<file path="config.mk">
export PLATFORM = sky130hd
export DESIGN_NAME = ikari_video_top
export DESIGN_NICKNAME = d
export VERILOG_FILES = /design/src/hw/ikari_video_pkg.sv /design/src/hw/ikari_video_top.sv /design/src/hw/layer_mixer.sv /design/src/hw/scroll_coord.sv /design/src/hw/video_timing.sv /design/src/hw/video_regs.sv /design/src/hw/axil_reg_fsm.sv
export SDC_FILE = /design/constraint.sdc
export NUM_CORES = 1
export LEC_CHECK = 0
export BUFFER_PORTS_ARGS = -buffer_cell sky130_fd_sc_hd__buf_4
export CAP_MARGIN = 20
export CELL_PAD_IN_SITES_DETAIL_PLACEMENT = 0
export CELL_PAD_IN_SITES_GLOBAL_PLACEMENT = 1
export CORE_ASPECT_RATIO = 0.9
export CORE_MARGIN = 5
export CORE_UTILIZATION = 25
export CTS_CLUSTER_DIAMETER = 100
export DETAILED_ROUTE_END_ITERATION = 10
export GPL_TIMING_DRIVEN = 0
export PLACE_DENSITY = 0.69
export SLEW_MARGIN = 40
export SYNTH_ARGS = -nofsm -noshare
export SYNTH_HDL_FRONTEND = slang
export SYNTH_SLANG_ARGS = --single-unit
</file>
<file path="constraint.sdc">
create_clock -name i_clk -period 3.41 [get_ports i_clk]
set_input_delay 0.682 -clock i_clk [delete_from_list [all_inputs] [get_ports i_clk]]
set_output_delay 0.682 -clock i_clk [all_outputs]
set_load 0.02 [all_outputs]
</file>
<file path="src/hw/ikari_video_pkg.sv">
// Shared geometry, register map and bus types for the video core
// One i_clk cycle is one pixel; all geometry values are in pixels and lines
package ikari_video_pkg;

    // Screen geometry
    localparam integer H_TOTAL     = 384;
    localparam integer H_ACTIVE    = 256;
    localparam integer HSYNC_START = 288;
    localparam integer HSYNC_END   = 320;
    localparam integer V_TOTAL     = 264;
    localparam integer V_ACTIVE    = 224;
    localparam integer VSYNC_START = 240;
    localparam integer VSYNC_END   = 244;

    localparam integer COORD_W     = 9;  // Counters and map coordinates
    localparam integer IDX_W       = 8;  // Layer colour index
    localparam integer SIDE_BANK_W = 3;
    localparam integer LAYER_EN_W  = 4;
    localparam integer AXI_ADDR_W  = 8;
    localparam integer AXI_DATA_W  = 32;

    localparam logic [3:0] TRANSPARENT_NIB = 4'hF;
    localparam logic [1:0] RESP_OKAY       = 2'b00;

    // Register map, byte addresses
    localparam logic [AXI_ADDR_W-1:0] ADDR_SCROLL_X = 8'h00;
    localparam logic [AXI_ADDR_W-1:0] ADDR_SCROLL_Y = 8'h04;
    localparam logic [AXI_ADDR_W-1:0] ADDR_ATTR     = 8'h08;  // Bit 0 flip, bits 3:1 side bank
    localparam logic [AXI_ADDR_W-1:0] ADDR_LAYER_EN = 8'h0C;  // back1, front2, front1, side

    localparam logic [LAYER_EN_W-1:0] LAYER_EN_RESET = 4'hF;

    typedef enum logic [2:0] {
        REG_SCROLL_X,
        REG_SCROLL_Y,
        REG_ATTR,
        REG_LAYER_EN,
        REG_NONE
    } reg_addr_e;

    typedef enum logic [1:0] {
        ST_IDLE,
        ST_WRESP,
        ST_RRESP
    } axil_state_e;

    // Source of the final pixel
    typedef enum logic [2:0] {
        LAYER_NONE,
        LAYER_BACK1,
        LAYER_FRONT2,
        LAYER_FRONT1,
        LAYER_SIDE
    } layer_e;

    typedef struct packed {
        logic                  en;
        reg_addr_e             target;
        logic [AXI_DATA_W-1:0] data;
    } reg_wr_t;

    typedef struct packed {
        logic [COORD_W-1:0]     scroll_x;
        logic [COORD_W-1:0]     scroll_y;
        logic                   flip;
        logic [SIDE_BANK_W-1:0] side_bank;
        logic [LAYER_EN_W-1:0]  layer_en;
    } video_cfg_t;

    typedef struct packed {
        logic [COORD_W-1:0] x;
        logic [COORD_W-1:0] y;
        logic               hblank;
        logic               vblank;
        logic               hsync;
        logic               vsync;
        logic               disp;
    } video_pos_t;

    typedef struct packed {
        logic [3:0]       side;
        logic [IDX_W-1:0] front1;
        logic [IDX_W-1:0] front2;
        logic [IDX_W-1:0] back1;
    } layer_pix_t;

    typedef struct packed {
        layer_e           src;
        logic [IDX_W-1:0] index;
    } color_t;

    // Exact match only, anything else is unmapped
    function automatic reg_addr_e decode_addr(input logic [AXI_ADDR_W-1:0] addr);
        reg_addr_e target;
        case (addr)
            ADDR_SCROLL_X: target = REG_SCROLL_X;
            ADDR_SCROLL_Y: target = REG_SCROLL_Y;
            ADDR_ATTR:     target = REG_ATTR;
            ADDR_LAYER_EN: target = REG_LAYER_EN;
            default:       target = REG_NONE;
        endcase
        return target;
    endfunction

endpackage
</file>
<file path="src/hw/ikari_video_top.sv">
// Display core top: AXI4-Lite register access, timing, scroll and mixer
// Layer pixels come in already fetched, aligned with o_pos
`timescale 1ns/1ps

module ikari_video_top import ikari_video_pkg::*; (
    input  logic                  i_clk,
    input  logic                  i_rst_n,
    input  logic                  i_awvalid,
    input  logic [AXI_ADDR_W-1:0] i_awaddr,
    output logic                  o_awready,
    input  logic                  i_wvalid,
    input  logic [AXI_DATA_W-1:0] i_wdata,
    output logic                  o_wready,
    output logic                  o_bvalid,
    output logic [1:0]            o_bresp,
    input  logic                  i_bready,
    input  logic                  i_arvalid,
    input  logic [AXI_ADDR_W-1:0] i_araddr,
    output logic                  o_arready,
    output logic                  o_rvalid,
    output logic [AXI_DATA_W-1:0] o_rdata,
    output logic [1:0]            o_rresp,
    input  logic                  i_rready,
    input  layer_pix_t            i_layers,
    output video_pos_t            o_pos,
    output logic [COORD_W-1:0]    o_bg_x,
    output logic [COORD_W-1:0]    o_bg_y,
    output color_t                o_color
);

    reg_wr_t               reg_wr;
    reg_addr_e             rd_target;
    logic [AXI_DATA_W-1:0] rd_data;
    video_cfg_t            cfg;
    video_pos_t            pos;

    axil_reg_fsm ik_axil (
        .i_clk(i_clk),
        .i_rst_n(i_rst_n),
        .i_awvalid(i_awvalid),
        .i_awaddr(i_awaddr),
        .o_awready(o_awready),
        .i_wvalid(i_wvalid),
        .i_wdata(i_wdata),
        .o_wready(o_wready),
        .o_bvalid(o_bvalid),
        .o_bresp(o_bresp),
        .i_bready(i_bready),
        .i_arvalid(i_arvalid),
        .i_araddr(i_araddr),
        .o_arready(o_arready),
        .o_rvalid(o_rvalid),
        .o_rdata(o_rdata),
        .o_rresp(o_rresp),
        .i_rready(i_rready),
        .i_rd_data(rd_data),
        .o_reg_wr(reg_wr),
        .o_rd_target(rd_target)
    );

    video_regs ik_regs (
        .i_clk(i_clk),
        .i_rst_n(i_rst_n),
        .i_reg_wr(reg_wr),
        .i_rd_target(rd_target),
        .o_rd_data(rd_data),
        .o_cfg(cfg)
    );

    video_timing ik_timing (
        .i_clk(i_clk),
        .i_rst_n(i_rst_n),
        .o_pos(pos)
    );

    scroll_coord ik_scroll (
        .i_clk(i_clk),
        .i_rst_n(i_rst_n),
        .i_pos(pos),
        .i_cfg(cfg),
        .o_bg_x(o_bg_x),
        .o_bg_y(o_bg_y)
    );

    layer_mixer ik_mixer (
        .i_clk(i_clk),
        .i_rst_n(i_rst_n),
        .i_layers(i_layers),
        .i_cfg(cfg),
        .i_disp(pos.disp),
        .o_color(o_color)
    );

    assign o_pos = pos;

endmodule

</file>
<file path="src/hw/layer_mixer.sv">
// Fixed priority side > front1 > front2 > back1, registered one cycle
// Back1 is always opaque; output is forced to no layer outside disp
`timescale 1ns/1ps

module layer_mixer import ikari_video_pkg::*; (
    input  logic       i_clk,
    input  logic       i_rst_n,
    input  layer_pix_t i_layers,
    input  video_cfg_t i_cfg,
    input  logic       i_disp,
    output color_t     o_color
);

    logic   side_hit;
    logic   front1_hit;
    logic   front2_hit;
    logic   back1_hit;
    color_t color_d;

    // Enable bit and transparency test per layer
    assign side_hit   = i_cfg.layer_en[3] && (i_layers.side != TRANSPARENT_NIB);
    assign front1_hit = i_cfg.layer_en[2] && (i_layers.front1[3:0] != TRANSPARENT_NIB);
    assign front2_hit = i_cfg.layer_en[1] && (i_layers.front2[3:0] != TRANSPARENT_NIB);
    assign back1_hit  = i_cfg.layer_en[0];

    always_comb begin
        color_d.src   = LAYER_NONE;
        color_d.index = '0;
        if (!i_disp) begin
            color_d.src = LAYER_NONE;
        end else if (side_hit) begin
            color_d.src   = LAYER_SIDE;
            color_d.index = {1'b0, i_cfg.side_bank, i_layers.side};  // Bank in bits 6:4
        end else if (front1_hit) begin
            color_d.src   = LAYER_FRONT1;
            color_d.index = i_layers.front1;
        end else if (front2_hit) begin
            color_d.src   = LAYER_FRONT2;
            color_d.index = i_layers.front2;
        end else if (back1_hit) begin
            color_d.src   = LAYER_BACK1;
            color_d.index = i_layers.back1;
        end
    end

    always_ff @(posedge i_clk or negedge i_rst_n) begin
        if (!i_rst_n) begin
            o_color.src   <= LAYER_NONE;
            o_color.index <= '0;
        end else begin
            o_color <= color_d;
        end
    end

endmodule

</file>
<file path="src/hw/scroll_coord.sv">
// Background map coordinate, one cycle behind the screen position
// Flip mirrors the low 8 bits only; the sum wraps at 512
`timescale 1ns/1ps

module scroll_coord import ikari_video_pkg::*; (
    input  logic               i_clk,
    input  logic               i_rst_n,
    input  video_pos_t         i_pos,
    input  video_cfg_t         i_cfg,
    output logic [COORD_W-1:0] o_bg_x,
    output logic [COORD_W-1:0] o_bg_y
);

    logic [COORD_W-1:0] x_flip;
    logic [COORD_W-1:0] y_flip;

    always_comb begin
        x_flip = i_pos.x;
        y_flip = i_pos.y;
        if (i_cfg.flip) begin
            x_flip[7:0] = ~i_pos.x[7:0];
            y_flip[7:0] = ~i_pos.y[7:0];
        end
    end

    always_ff @(posedge i_clk or negedge i_rst_n) begin
        if (!i_rst_n) begin
            o_bg_x <= '0;
            o_bg_y <= '0;
        end else begin
            o_bg_x <= x_flip + i_cfg.scroll_x;  // Natural 9-bit wrap
            o_bg_y <= y_flip + i_cfg.scroll_y;
        end
    end

endmodule

</file>
<file path="src/hw/video_timing.sv">
// Free-running pixel and line counters, one pixel per i_clk
// Blank, sync and disp are decoded combinationally from the counters
`timescale 1ns/1ps

module video_timing import ikari_video_pkg::*; (
    input  logic       i_clk,
    input  logic       i_rst_n,
    output video_pos_t o_pos
);

    logic [COORD_W-1:0] x_q;
    logic [COORD_W-1:0] y_q;
    logic               x_last;
    logic               y_last;
    logic               hblank;
    logic               vblank;

    assign x_last = (x_q == COORD_W'(H_TOTAL - 1));
    assign y_last = (y_q == COORD_W'(V_TOTAL - 1));

    always_ff @(posedge i_clk or negedge i_rst_n) begin
        if (!i_rst_n) begin
            x_q <= '0;
            y_q <= '0;
        end else begin
            if (x_last) begin
                x_q <= '0;
                // Line advances on horizontal wrap
                if (y_last) begin
                    y_q <= '0;
                end else begin
                    y_q <= y_q + 1'b1;
                end
            end else begin
                x_q <= x_q + 1'b1;
            end
        end
    end

    assign hblank = (x_q >= COORD_W'(H_ACTIVE));
    assign vblank = (y_q >= COORD_W'(V_ACTIVE));

    always_comb begin
        o_pos.x      = x_q;
        o_pos.y      = y_q;
        o_pos.hblank = hblank;
        o_pos.vblank = vblank;
        o_pos.hsync  = (x_q >= COORD_W'(HSYNC_START)) && (x_q < COORD_W'(HSYNC_END));
        o_pos.vsync  = (y_q >= COORD_W'(VSYNC_START)) && (y_q < COORD_W'(VSYNC_END));
        o_pos.disp   = !hblank && !vblank;  // Active area only
    end

endmodule

</file>
<file path="src/hw/video_regs.sv">
// Video register file; only the low bits of each write are kept
// Reads of unmapped targets return zero
`timescale 1ns/1ps

module video_regs import ikari_video_pkg::*; (
    input  logic                  i_clk,
    input  logic                  i_rst_n,
    input  reg_wr_t               i_reg_wr,
    input  reg_addr_e             i_rd_target,
    output logic [AXI_DATA_W-1:0] o_rd_data,
    output video_cfg_t            o_cfg
);

    logic [COORD_W-1:0]     scroll_x_q;
    logic [COORD_W-1:0]     scroll_y_q;
    logic                   flip_q;
    logic [SIDE_BANK_W-1:0] side_bank_q;
    logic [LAYER_EN_W-1:0]  layer_en_q;

    always_ff @(posedge i_clk or negedge i_rst_n) begin
        if (!i_rst_n) begin
            scroll_x_q  <= '0;
            scroll_y_q  <= '0;
            flip_q      <= 1'b0;
            side_bank_q <= '0;
            layer_en_q  <= LAYER_EN_RESET;  // All layers on
        end else if (i_reg_wr.en) begin
            case (i_reg_wr.target)
                REG_SCROLL_X: scroll_x_q <= i_reg_wr.data[COORD_W-1:0];
                REG_SCROLL_Y: scroll_y_q <= i_reg_wr.data[COORD_W-1:0];
                REG_ATTR: begin
                    flip_q      <= i_reg_wr.data[0];
                    side_bank_q <= i_reg_wr.data[SIDE_BANK_W:1];
                end
                REG_LAYER_EN: layer_en_q <= i_reg_wr.data[LAYER_EN_W-1:0];
                default: ;  // Unmapped, dropped
            endcase
        end
    end

    // Zero-extended readback
    always_comb begin
        o_rd_data = '0;
        case (i_rd_target)
            REG_SCROLL_X: o_rd_data[COORD_W-1:0]    = scroll_x_q;
            REG_SCROLL_Y: o_rd_data[COORD_W-1:0]    = scroll_y_q;
            REG_ATTR:     o_rd_data[SIDE_BANK_W:0]  = {side_bank_q, flip_q};
            REG_LAYER_EN: o_rd_data[LAYER_EN_W-1:0] = layer_en_q;
            default:      o_rd_data = '0;
        endcase
    end

    always_comb begin
        o_cfg.scroll_x  = scroll_x_q;
        o_cfg.scroll_y  = scroll_y_q;
        o_cfg.flip      = flip_q;
        o_cfg.side_bank = side_bank_q;
        o_cfg.layer_en  = layer_en_q;
    end

endmodule

</file>
<file path="src/hw/axil_reg_fsm.sv">
// AXI4-Lite slave, one transfer at a time; writes win over reads in the same cycle
// Write strobes are ignored and every response is OKAY
`timescale 1ns/1ps

module axil_reg_fsm import ikari_video_pkg::*; (
    input  logic                  i_clk,
    input  logic                  i_rst_n,
    input  logic                  i_awvalid,
    input  logic [AXI_ADDR_W-1:0] i_awaddr,
    output logic                  o_awready,
    input  logic                  i_wvalid,
    input  logic [AXI_DATA_W-1:0] i_wdata,
    output logic                  o_wready,
    output logic                  o_bvalid,
    output logic [1:0]            o_bresp,
    input  logic                  i_bready,
    input  logic                  i_arvalid,
    input  logic [AXI_ADDR_W-1:0] i_araddr,
    output logic                  o_arready,
    output logic                  o_rvalid,
    output logic [AXI_DATA_W-1:0] o_rdata,
    output logic [1:0]            o_rresp,
    input  logic                  i_rready,
    input  logic [AXI_DATA_W-1:0] i_rd_data,
    output reg_wr_t               o_reg_wr,
    output reg_addr_e             o_rd_target
);

    axil_state_e           state_q;
    axil_state_e           state_d;
    logic                  wr_go;
    logic                  rd_go;
    logic [AXI_DATA_W-1:0] rdata_q;

    // Address and data must arrive together
    assign wr_go = (state_q == ST_IDLE) && i_awvalid && i_wvalid;
    assign rd_go = (state_q == ST_IDLE) && i_arvalid && !(i_awvalid && i_wvalid);

    assign o_awready = wr_go;
    assign o_wready  = wr_go;
    assign o_arready = rd_go;

    always_comb begin
        o_reg_wr.en     = wr_go;
        o_reg_wr.target = decode_addr(i_awaddr);
        o_reg_wr.data   = i_wdata;
    end

    assign o_rd_target = decode_addr(i_araddr);

    always_comb begin
        state_d = state_q;
        case (state_q)
            ST_IDLE: begin
                if (wr_go) begin
                    state_d = ST_WRESP;
                end else if (rd_go) begin
                    state_d = ST_RRESP;
                end
            end
            ST_WRESP: if (i_bready) state_d = ST_IDLE;
            ST_RRESP: if (i_rready) state_d = ST_IDLE;
            default:  state_d = ST_IDLE;
        endcase
    end

    always_ff @(posedge i_clk or negedge i_rst_n) begin
        if (!i_rst_n) begin
            state_q <= ST_IDLE;
        end else begin
            state_q <= state_d;
        end
    end

    // Held until the master takes it
    always_ff @(posedge i_clk) begin
        if (rd_go) begin
            rdata_q <= i_rd_data;
        end
    end

    assign o_bvalid = (state_q == ST_WRESP);
    assign o_rvalid = (state_q == ST_RRESP);
    assign o_rdata  = rdata_q;
    assign o_bresp  = RESP_OKAY;
    assign o_rresp  = RESP_OKAY;

endmodule

</file>
==> results of run 1 <==
[worst max-delay path by stage]
stage          slack, ns           start             endpoint  cells after the start
2_1_floorplan       1.03  ik_regs.flip_q  ik_scroll.o_bg_y[8]                     11
3_3_place_gp        0.69  ik_regs.flip_q  ik_scroll.o_bg_y[8]                     11
3_5_place_dp        0.60  ik_regs.flip_q  ik_scroll.o_bg_y[8]                     11
4_1_cts             0.58  ik_regs.flip_q  ik_scroll.o_bg_y[8]                     11
5_1_grt             0.36  ik_regs.flip_q  ik_scroll.o_bg_y[8]                      9
6_report            0.59  ik_regs.flip_q  ik_scroll.o_bg_y[8]                     11
[kinds of logic (layout without fill, tap and decap cells)]
kind of cell	Yosys count	count (layout)	synth area share
xor gates and xnor gates	45	45	0.08649
other	1	27	0.0008229
and+or+nand+nor	125	125	0.1496
buffers and inverters	57	198	0.07468
AOI/OAI and AO/OA	36	36	0.05766
muxes	36	36	0.09747
adders and majority gates	21	21	0.06096
DFF	84	84	0.4723
[through the flow]
stage               power, uW  cell area, sq um    util  worst slack, ns
floorplan                1251              4654       -            1.030
global placement         1403              5886  0.3309           0.6880
detailed placement       1410              5896  0.3315           0.5983
CTS                      2428              6212  0.3493           0.5809
global route             2496              6240  0.3509           0.3625
finish                   2391              6240  0.3509           0.5910
[sequential cells by signal (all words and copies together) (netlist names)]
register,flops
ik_axil.state_q,2
ik_scroll.o_bg_y,9
ik_regs.side_bank_q,3
ik_timing.y_q,9
ik_regs.scroll_x_q,9
ik_mixer.o_color,11
ik_regs.flip_q,1
ik_timing.x_q,9
ik_regs.layer_en_q,4
ik_axil.o_rdata,9
ik_regs.scroll_y_q,9
ik_scroll.o_bg_x,9
[area by class of cell]
cell class                      instances  area, sq um  area share
Inverter                               15        56.30    0.009023
Tap cell                              240        300.3     0.04813
Timing Repair Buffer                  125        962.2      0.1542
Clock buffer                           12        289.0     0.04632
Clock inverter                          4        27.53    0.004411
Multi-Input combinational cell        290         2168      0.3475
Sequential cell                        84         2152      0.3449
Buffer                                 42        284.0     0.04552
[synthesized netlist by cell type, drive strengths merged (2+ instances only)]
cell type   n  area, sq um
clkbuf      7        26.28
a32o        2        20.02
nor2       26        97.59
nor2b       3        18.77
mux4        4        90.09
o2111ai     2        17.52
nor3        3        26.28
xor2       25        219.0
dfrtp      71         1777
or2         2        12.51
nand2b      7        43.79
buf        35        257.7
mux2       27        304.0
nor3b       2        20.02
nand3b      3        26.27
mux2i       5        50.05
a31oi       5        31.28
a21oi       5        25.02
a22o        3        26.28
fa          2        40.04
edfxtp      9        270.3
a21o        3        22.52
o21a        2        15.01
and3        8        50.05
inv        15        56.30
xnor2      20        175.2
o41ai       4        35.03
and4b       2        20.02
and2        4        25.02
ha         19        237.7
dfstp       4        105.1
nand4       8        50.05
o221ai      2        17.52
o21ai       4        20.02
nor4        5        52.55
nand3      25        125.1
nand2      25        93.84
[power by group]
group          leakage, uW  internal [uW]  total (uW)  switching (uW)
Clock             0.000159            602        1000             399
Sequential         0.00109           1050        1070            17.8
Combinational      0.00195            148         322             174
Total              0.00320           1800        2390             590
[routing by layer]
metal | up-vias | share of wire
li1 | 1698 | -
met1 | 1650 | 0.45
met2 | 86 | 0.48
met3 | 12 | 0.059
met4 | 0 | 0.019
met5 | - | 0
==> results by group, run 1 <==
Global route
  • Met3 usage: 0.03370
  • Met1 GRT Util: 0.1480
  • Initial antenna violation count: 0
  • GRT Util Overall: 0.1174
  • Met2 Use GR: 0.1911
  • First-pass GRT wire length: a little under 20 mm
  • Residual overflow from global routing: 0
  • Vias in the first global route: ~3,600
  • GRT Max-Usage Layer: met2
  • Largest net degree at the start of global routing: 76

CTS
  • Longest Clk Path Bufs: 2
  • Worst-Skew Late Latency: 0.34 ns
  • Reg clk slew, reported paths: around 0.07 ns
  • CTS Buf Count: 9
  • Root buffer cell: clkbuf_16
  • CTS tree: done
  • Post-CTS Resized: 0
  • # hold bufs at CTS: 0
  • # clock sinks: between 80 and 90
  • H-tree Lvls: 3
  • Post-CTS Setup Bufs: 0

Critical path
  • Worst Path Max Fanout: 10
  • Setup CP Type: flop to flop
  • Reg-to-reg startpoint: ik_regs.flip_q
  • Flop2flop setup slack: ~0.6 ns
  • Crit end category: flop
  • Crit-path cells: clkbuf_1 -> buf_2 -> xor2_1 -> ha_1 -> inv_1 -> fa_1 -> nor2b_1 -> o2111ai_1 -> nand3_1 -> o41ai_1 -> xnor2_1
  • Reg-to-reg critical path endpoint: ik_scroll.o_bg_y[8]
  • Reg2Reg Depth: 11
  • Critical Path Start Type: flop
  • CP Buf/Inv Count: 3
  • CP max stage delay: ~0.4 ns
  • Crit-path slowest cell: clkbuf_1
  • Top delay family on crit path: buffers and inverters
  • Critical path data required time: 3.64 ns
  • Data arrival time of the worst path: between 3 and 4 ns

Routing
  • # DRC: 0
  • Initial DRT Pass Iterations: 6
  • Average via count per standard cell: around 4.2
  • WL/cell: roughly 15 microns
  • Final WL: roughly 12 mm
  • Vias: between 3,000 and 4,000
  • Iter 0 DRT Violations: 78
  • DRT antenna net count: 0

Timing
  • Worst slew margin: 0.5372
  • Setup violations, final: 0
  • Unrepaired setup endpoints after global routing: false
  • Final min period: approximately 2.8 ns
  • Slew at the pin with the worst max-slew slack: between 0.6 and 0.7 ns
  • FMAX: about 350 MHz
  • Setup_tns: 0 ns
  • Final period utilization: 0.8267
  • Post-Route Skew: between 0.01 and 0.015 ns
  • Fin. max-slew vios: 0
  • Worst hold margin: between 0.15 and 0.2 ns
  • Final Hold Viols: 0

Finish
  • Diodes inserted: 0
  • Commonest cells after routing, fill and taps aside: buf_4 (154), dfrtp_1 (71), mux2_2 (27), conb_1 (27), nor2_1 (26)
  • Syn-to-layout area delta: 36.93%
  • Share of post-route cells with drive strength above 1: 0.3829
  • Number of non-filler instances in the completed layout: roughly 810
  • Fill cell count: between 1,500 and 2,000
  • Nets: about 670
  • Most common cell after layout, fill and taps aside: buf_4

Floorplan
  • Starting Density: 0.2562
  • # IOs: approximately 180
  • CORE AREA: 17,780 sq um
  • Die area: between 20,000 and 25,000 sq um
  • Die extent in y: ~140 microns
  • Die Span X: ~150 microns
  • Row count: 46

Pwr
  • Power per cell area: 383.2 nW/um^2
  • Leak: about 0.0032 uW
  • Max IR drop VDD: approximately 0.00019 V

Synth
  • Sequential area share after synthesis: 0.4723
  • Synth unique cells: between 50 and 60
  • Most used DFF post-synth: dfrtp_1
  • Async SR Flop Fraction: 0.8929
  • Cells after synthesis: 405
  • Syn_area_per_cell: between 10 and 15 sq um
  • Synth Cell Area: around 4600 sq um
  • Synth warnings: 0
  • Post-synth EDFFs: 9
  • Synthesized flop and latch total: 84

Placed design
  • DP Wirelength: 10.05 mm
  • GPL Wtd Cong: ~0.85
  • Cell count after placement: 795
  • Port Buffers: around 120

Min path
  • Hold Path Class: input pin to async pin

Run
  • Max_cap viols: 0

Run status
  • Outcome: completed
Note: power is estimated with default switching activity, not from simulation.
==> inputs of run 2 (changes only) <==
==> constraint.sdc (replaced) <==
create_clock -name i_clk -period 2.6 [get_ports i_clk]
set_input_delay 0.52 -clock i_clk [delete_from_list [all_inputs] [get_ports i_clk]]
set_output_delay 0.52 -clock i_clk [all_outputs]
set_load 0.02 [all_outputs]
==> run 2 against run 1 <==
  * First-iteration DRC count is 3.8% higher
  * Fmax is 17% higher
  * Via count is 0.35% lower
  * Hold slack worse by 0.16 ns
  * Routed wire length is 0.51% higher
  * Largest cell class unchanged
  * Critical path depth is 1 lower
  * Global-route usage stayed put
  * Sequential share of layout area is 0.070 points lower
  * Non-clock buffer count is 1 lower
  * Critical endpoint unchanged
==> results by group, run 2 (synthesized netlist as in run 1, its figures left out) <==
Run status
  • Outcome: completed

Finish
  • Commonest cells after routing, fill and taps aside: buf_4 (154), dfrtp_1 (70), mux2_2 (27), conb_1 (27), nor2_1 (26)
  • Syn-to-layout area delta: 37.29%
  • Fill cell count: approximately 1,800
  • Final Cell Area: around 6300 sq um
  • Multi-input gate area: 2181 sq um
  • Final Util: 0.3518
  • Share of post-route cells with drive strength above 1: 0.3888
  • Diodes inserted: 0
  • Largest register FFs: 11
  • Sequential cell area: 2153 sq um
  • Nets: between 600 and 700
  • Top reg by flops: ik_mixer.o_color
  • Most common cell after layout, fill and taps aside: buf_4

Timing
  • Worst hold margin: approximately 0.012 ns
  • Post-Route Skew: approximately 0.012 ns
  • Final min period: between 2 and 2.5 ns
  • Setup violations, final: 0
  • Final WS setup: 0.1927 ns
  • Fin. max-slew vios: 0
  • FMAX: 415.4 MHz
  • Final period utilization: 0.9259
  • Unrepaired setup endpoints after global routing: false
  • Slew at the pin with the worst max-slew slack: 0.6431 ns
  • Worst slew margin: 0.5673
  • Final Hold Viols: 0

Global route
  • First-pass GRT wire length: 19.69 mm
  • Residual overflow from global routing: 0
  • GRT Util Overall: 0.1174
  • Initial antenna violation count: 0
  • Largest net degree at the start of global routing: 76
  • Vias in the first global route: roughly 3,600

Min path
  • Hold Path Class: input pin to async pin

CTS
  • Worst-Skew Late Latency: 0.34 ns
  • Post-CTS Setup Bufs: 0
  • Root buffer cell: clkbuf_16
  • # hold bufs at CTS: 0
  • Longest Clk Path Bufs: 2
  • Reg clk slew, reported paths: approximately 0.070 ns
  • H-tree Lvls: 3
  • CTS Buf Count: 9
  • CTS tree: done
  • # clock sinks: between 80 and 90

Routing
  • Iter 0 DRT Violations: slightly above 80
  • Average via count per standard cell: about 4.2
  • DRT antenna net count: 0
  • # DRC: 0
  • WL/cell: ~15 microns
  • Final WL: about 12 mm
  • Initial DRT Pass Iterations: 4
  • Vias: roughly 3,400

Critical path
  • Reg-to-reg critical path endpoint: ik_scroll.o_bg_y[8]
  • Critical Path Start Type: flop
  • Data arrival time of the worst path: roughly 2.6 ns
  • Reg2Reg Depth: 10
  • Critical path data required time: 2.83 ns
  • Setup CP Type: flop to flop
  • Worst Path Max Fanout: 10
  • Crit end category: flop
  • Flop2flop setup slack: just under 0.2 ns
  • Reg-to-reg startpoint: ik_regs.flip_q

Floorplan
  • # IOs: between 150 and 200
  • CORE AREA: 17,780 sq um
  • Starting Density: 0.2562
  • Die area: ~21,000 sq um
  • Row count: 46
  • Die Span X: roughly 150 microns
  • Die extent in y: 138.1 microns

Pwr
  • Power per cell area: between 500 and 600 nW/um^2
  • Leak: approximately 0.0032 uW
  • Overall power: 3138 uW
  • Max IR drop VDD: between 0.0002 and 0.00025 V

Placed design
  • Port Buffers: approximately 120
  • Worst slack, placed: -0.2117 ns
  • Area post-placement: approximately 5900 sq um
  • DP Wirelength: just over 10 mm
  • GPL Wtd Cong: 0.8511

Run
  • Max_cap viols: 0
[run 2: power by group]
group	leakage [uW]	internal, uW	total (uW)	switching, uW
clock network	0.000159	790	1310	524
logic	0.00196	195	421	227
registers	0.00109	1380	1400	24.6
[run 2: final cells by class]
cell class / instances / area share
clock buffer: 12 / 0.04620
multi-input combinational: 290 / 0.3486
tap: 240 / 0.04800
clock inverter: 4 / 0.004400
inverter: 15 / 0.009000
timing repair buffer: 125 / 0.1538
buffer: 41 / 0.04580
sequential: 84 / 0.3442
[run 2: repair_timing]
item / CTS / global route
pin swaps: 0 / 0
gates resized for setup: 1 / 5
endpoints found under the setup margin: 4 / 2
[run 2: worst max path at each step]
stage / from / endpoint / slack (ns)
6_report: ik_regs.flip_q / ik_scroll.o_bg_y[8] / 0.19
5_1_grt: ik_regs.flip_q / ik_scroll.o_bg_y[8] / 0.02
4_1_cts: ik_regs.flip_q / ik_scroll.o_bg_y[8] / 0.07
3_5_place_dp: ik_regs.flip_q / ik_scroll.o_bg_y[8] / -0.21
3_3_place_gp: ik_regs.flip_q / ik_scroll.o_bg_y[8] / -0.12
2_1_floorplan: ik_regs.flip_q / ik_scroll.o_bg_y[8] / 0.22
[run 2: metrics by stage]
step	TNS [ns]	instances
final	0	811
after global routing	0	811
after detailed placement	-0.4748	795
after global placement	-0.2554	795
after CTS	0	810
after floorplan	0	431
[run 2: layer usage]
layer / routed length, microns / track usage / up-vias / share of wire
li1: - / - / 1692 / -
met1: 5566 / 0.1480 / 1645 / 0.45
met2: 5937 / 0.1911 / 88 / 0.48
met3: 712 / 0.03370 / 9 / 0.057
met4: 197 / 0.04541 / 0 / 0.016
met5: 0 / 0 / - / 0
[run 2: critical path, stage by stage (launching register included)]
cell and delay (ns):
dfrtp_2 0.50, buf_6 0.20, xor2_1 0.19, ha_1 0.19, inv_1 0.06, fa_1 0.40, nor2b_1 0.19, o2111ai_1 0.12
nand3_1 0.13, o41ai_2 0.08, xnor2_1 0.24
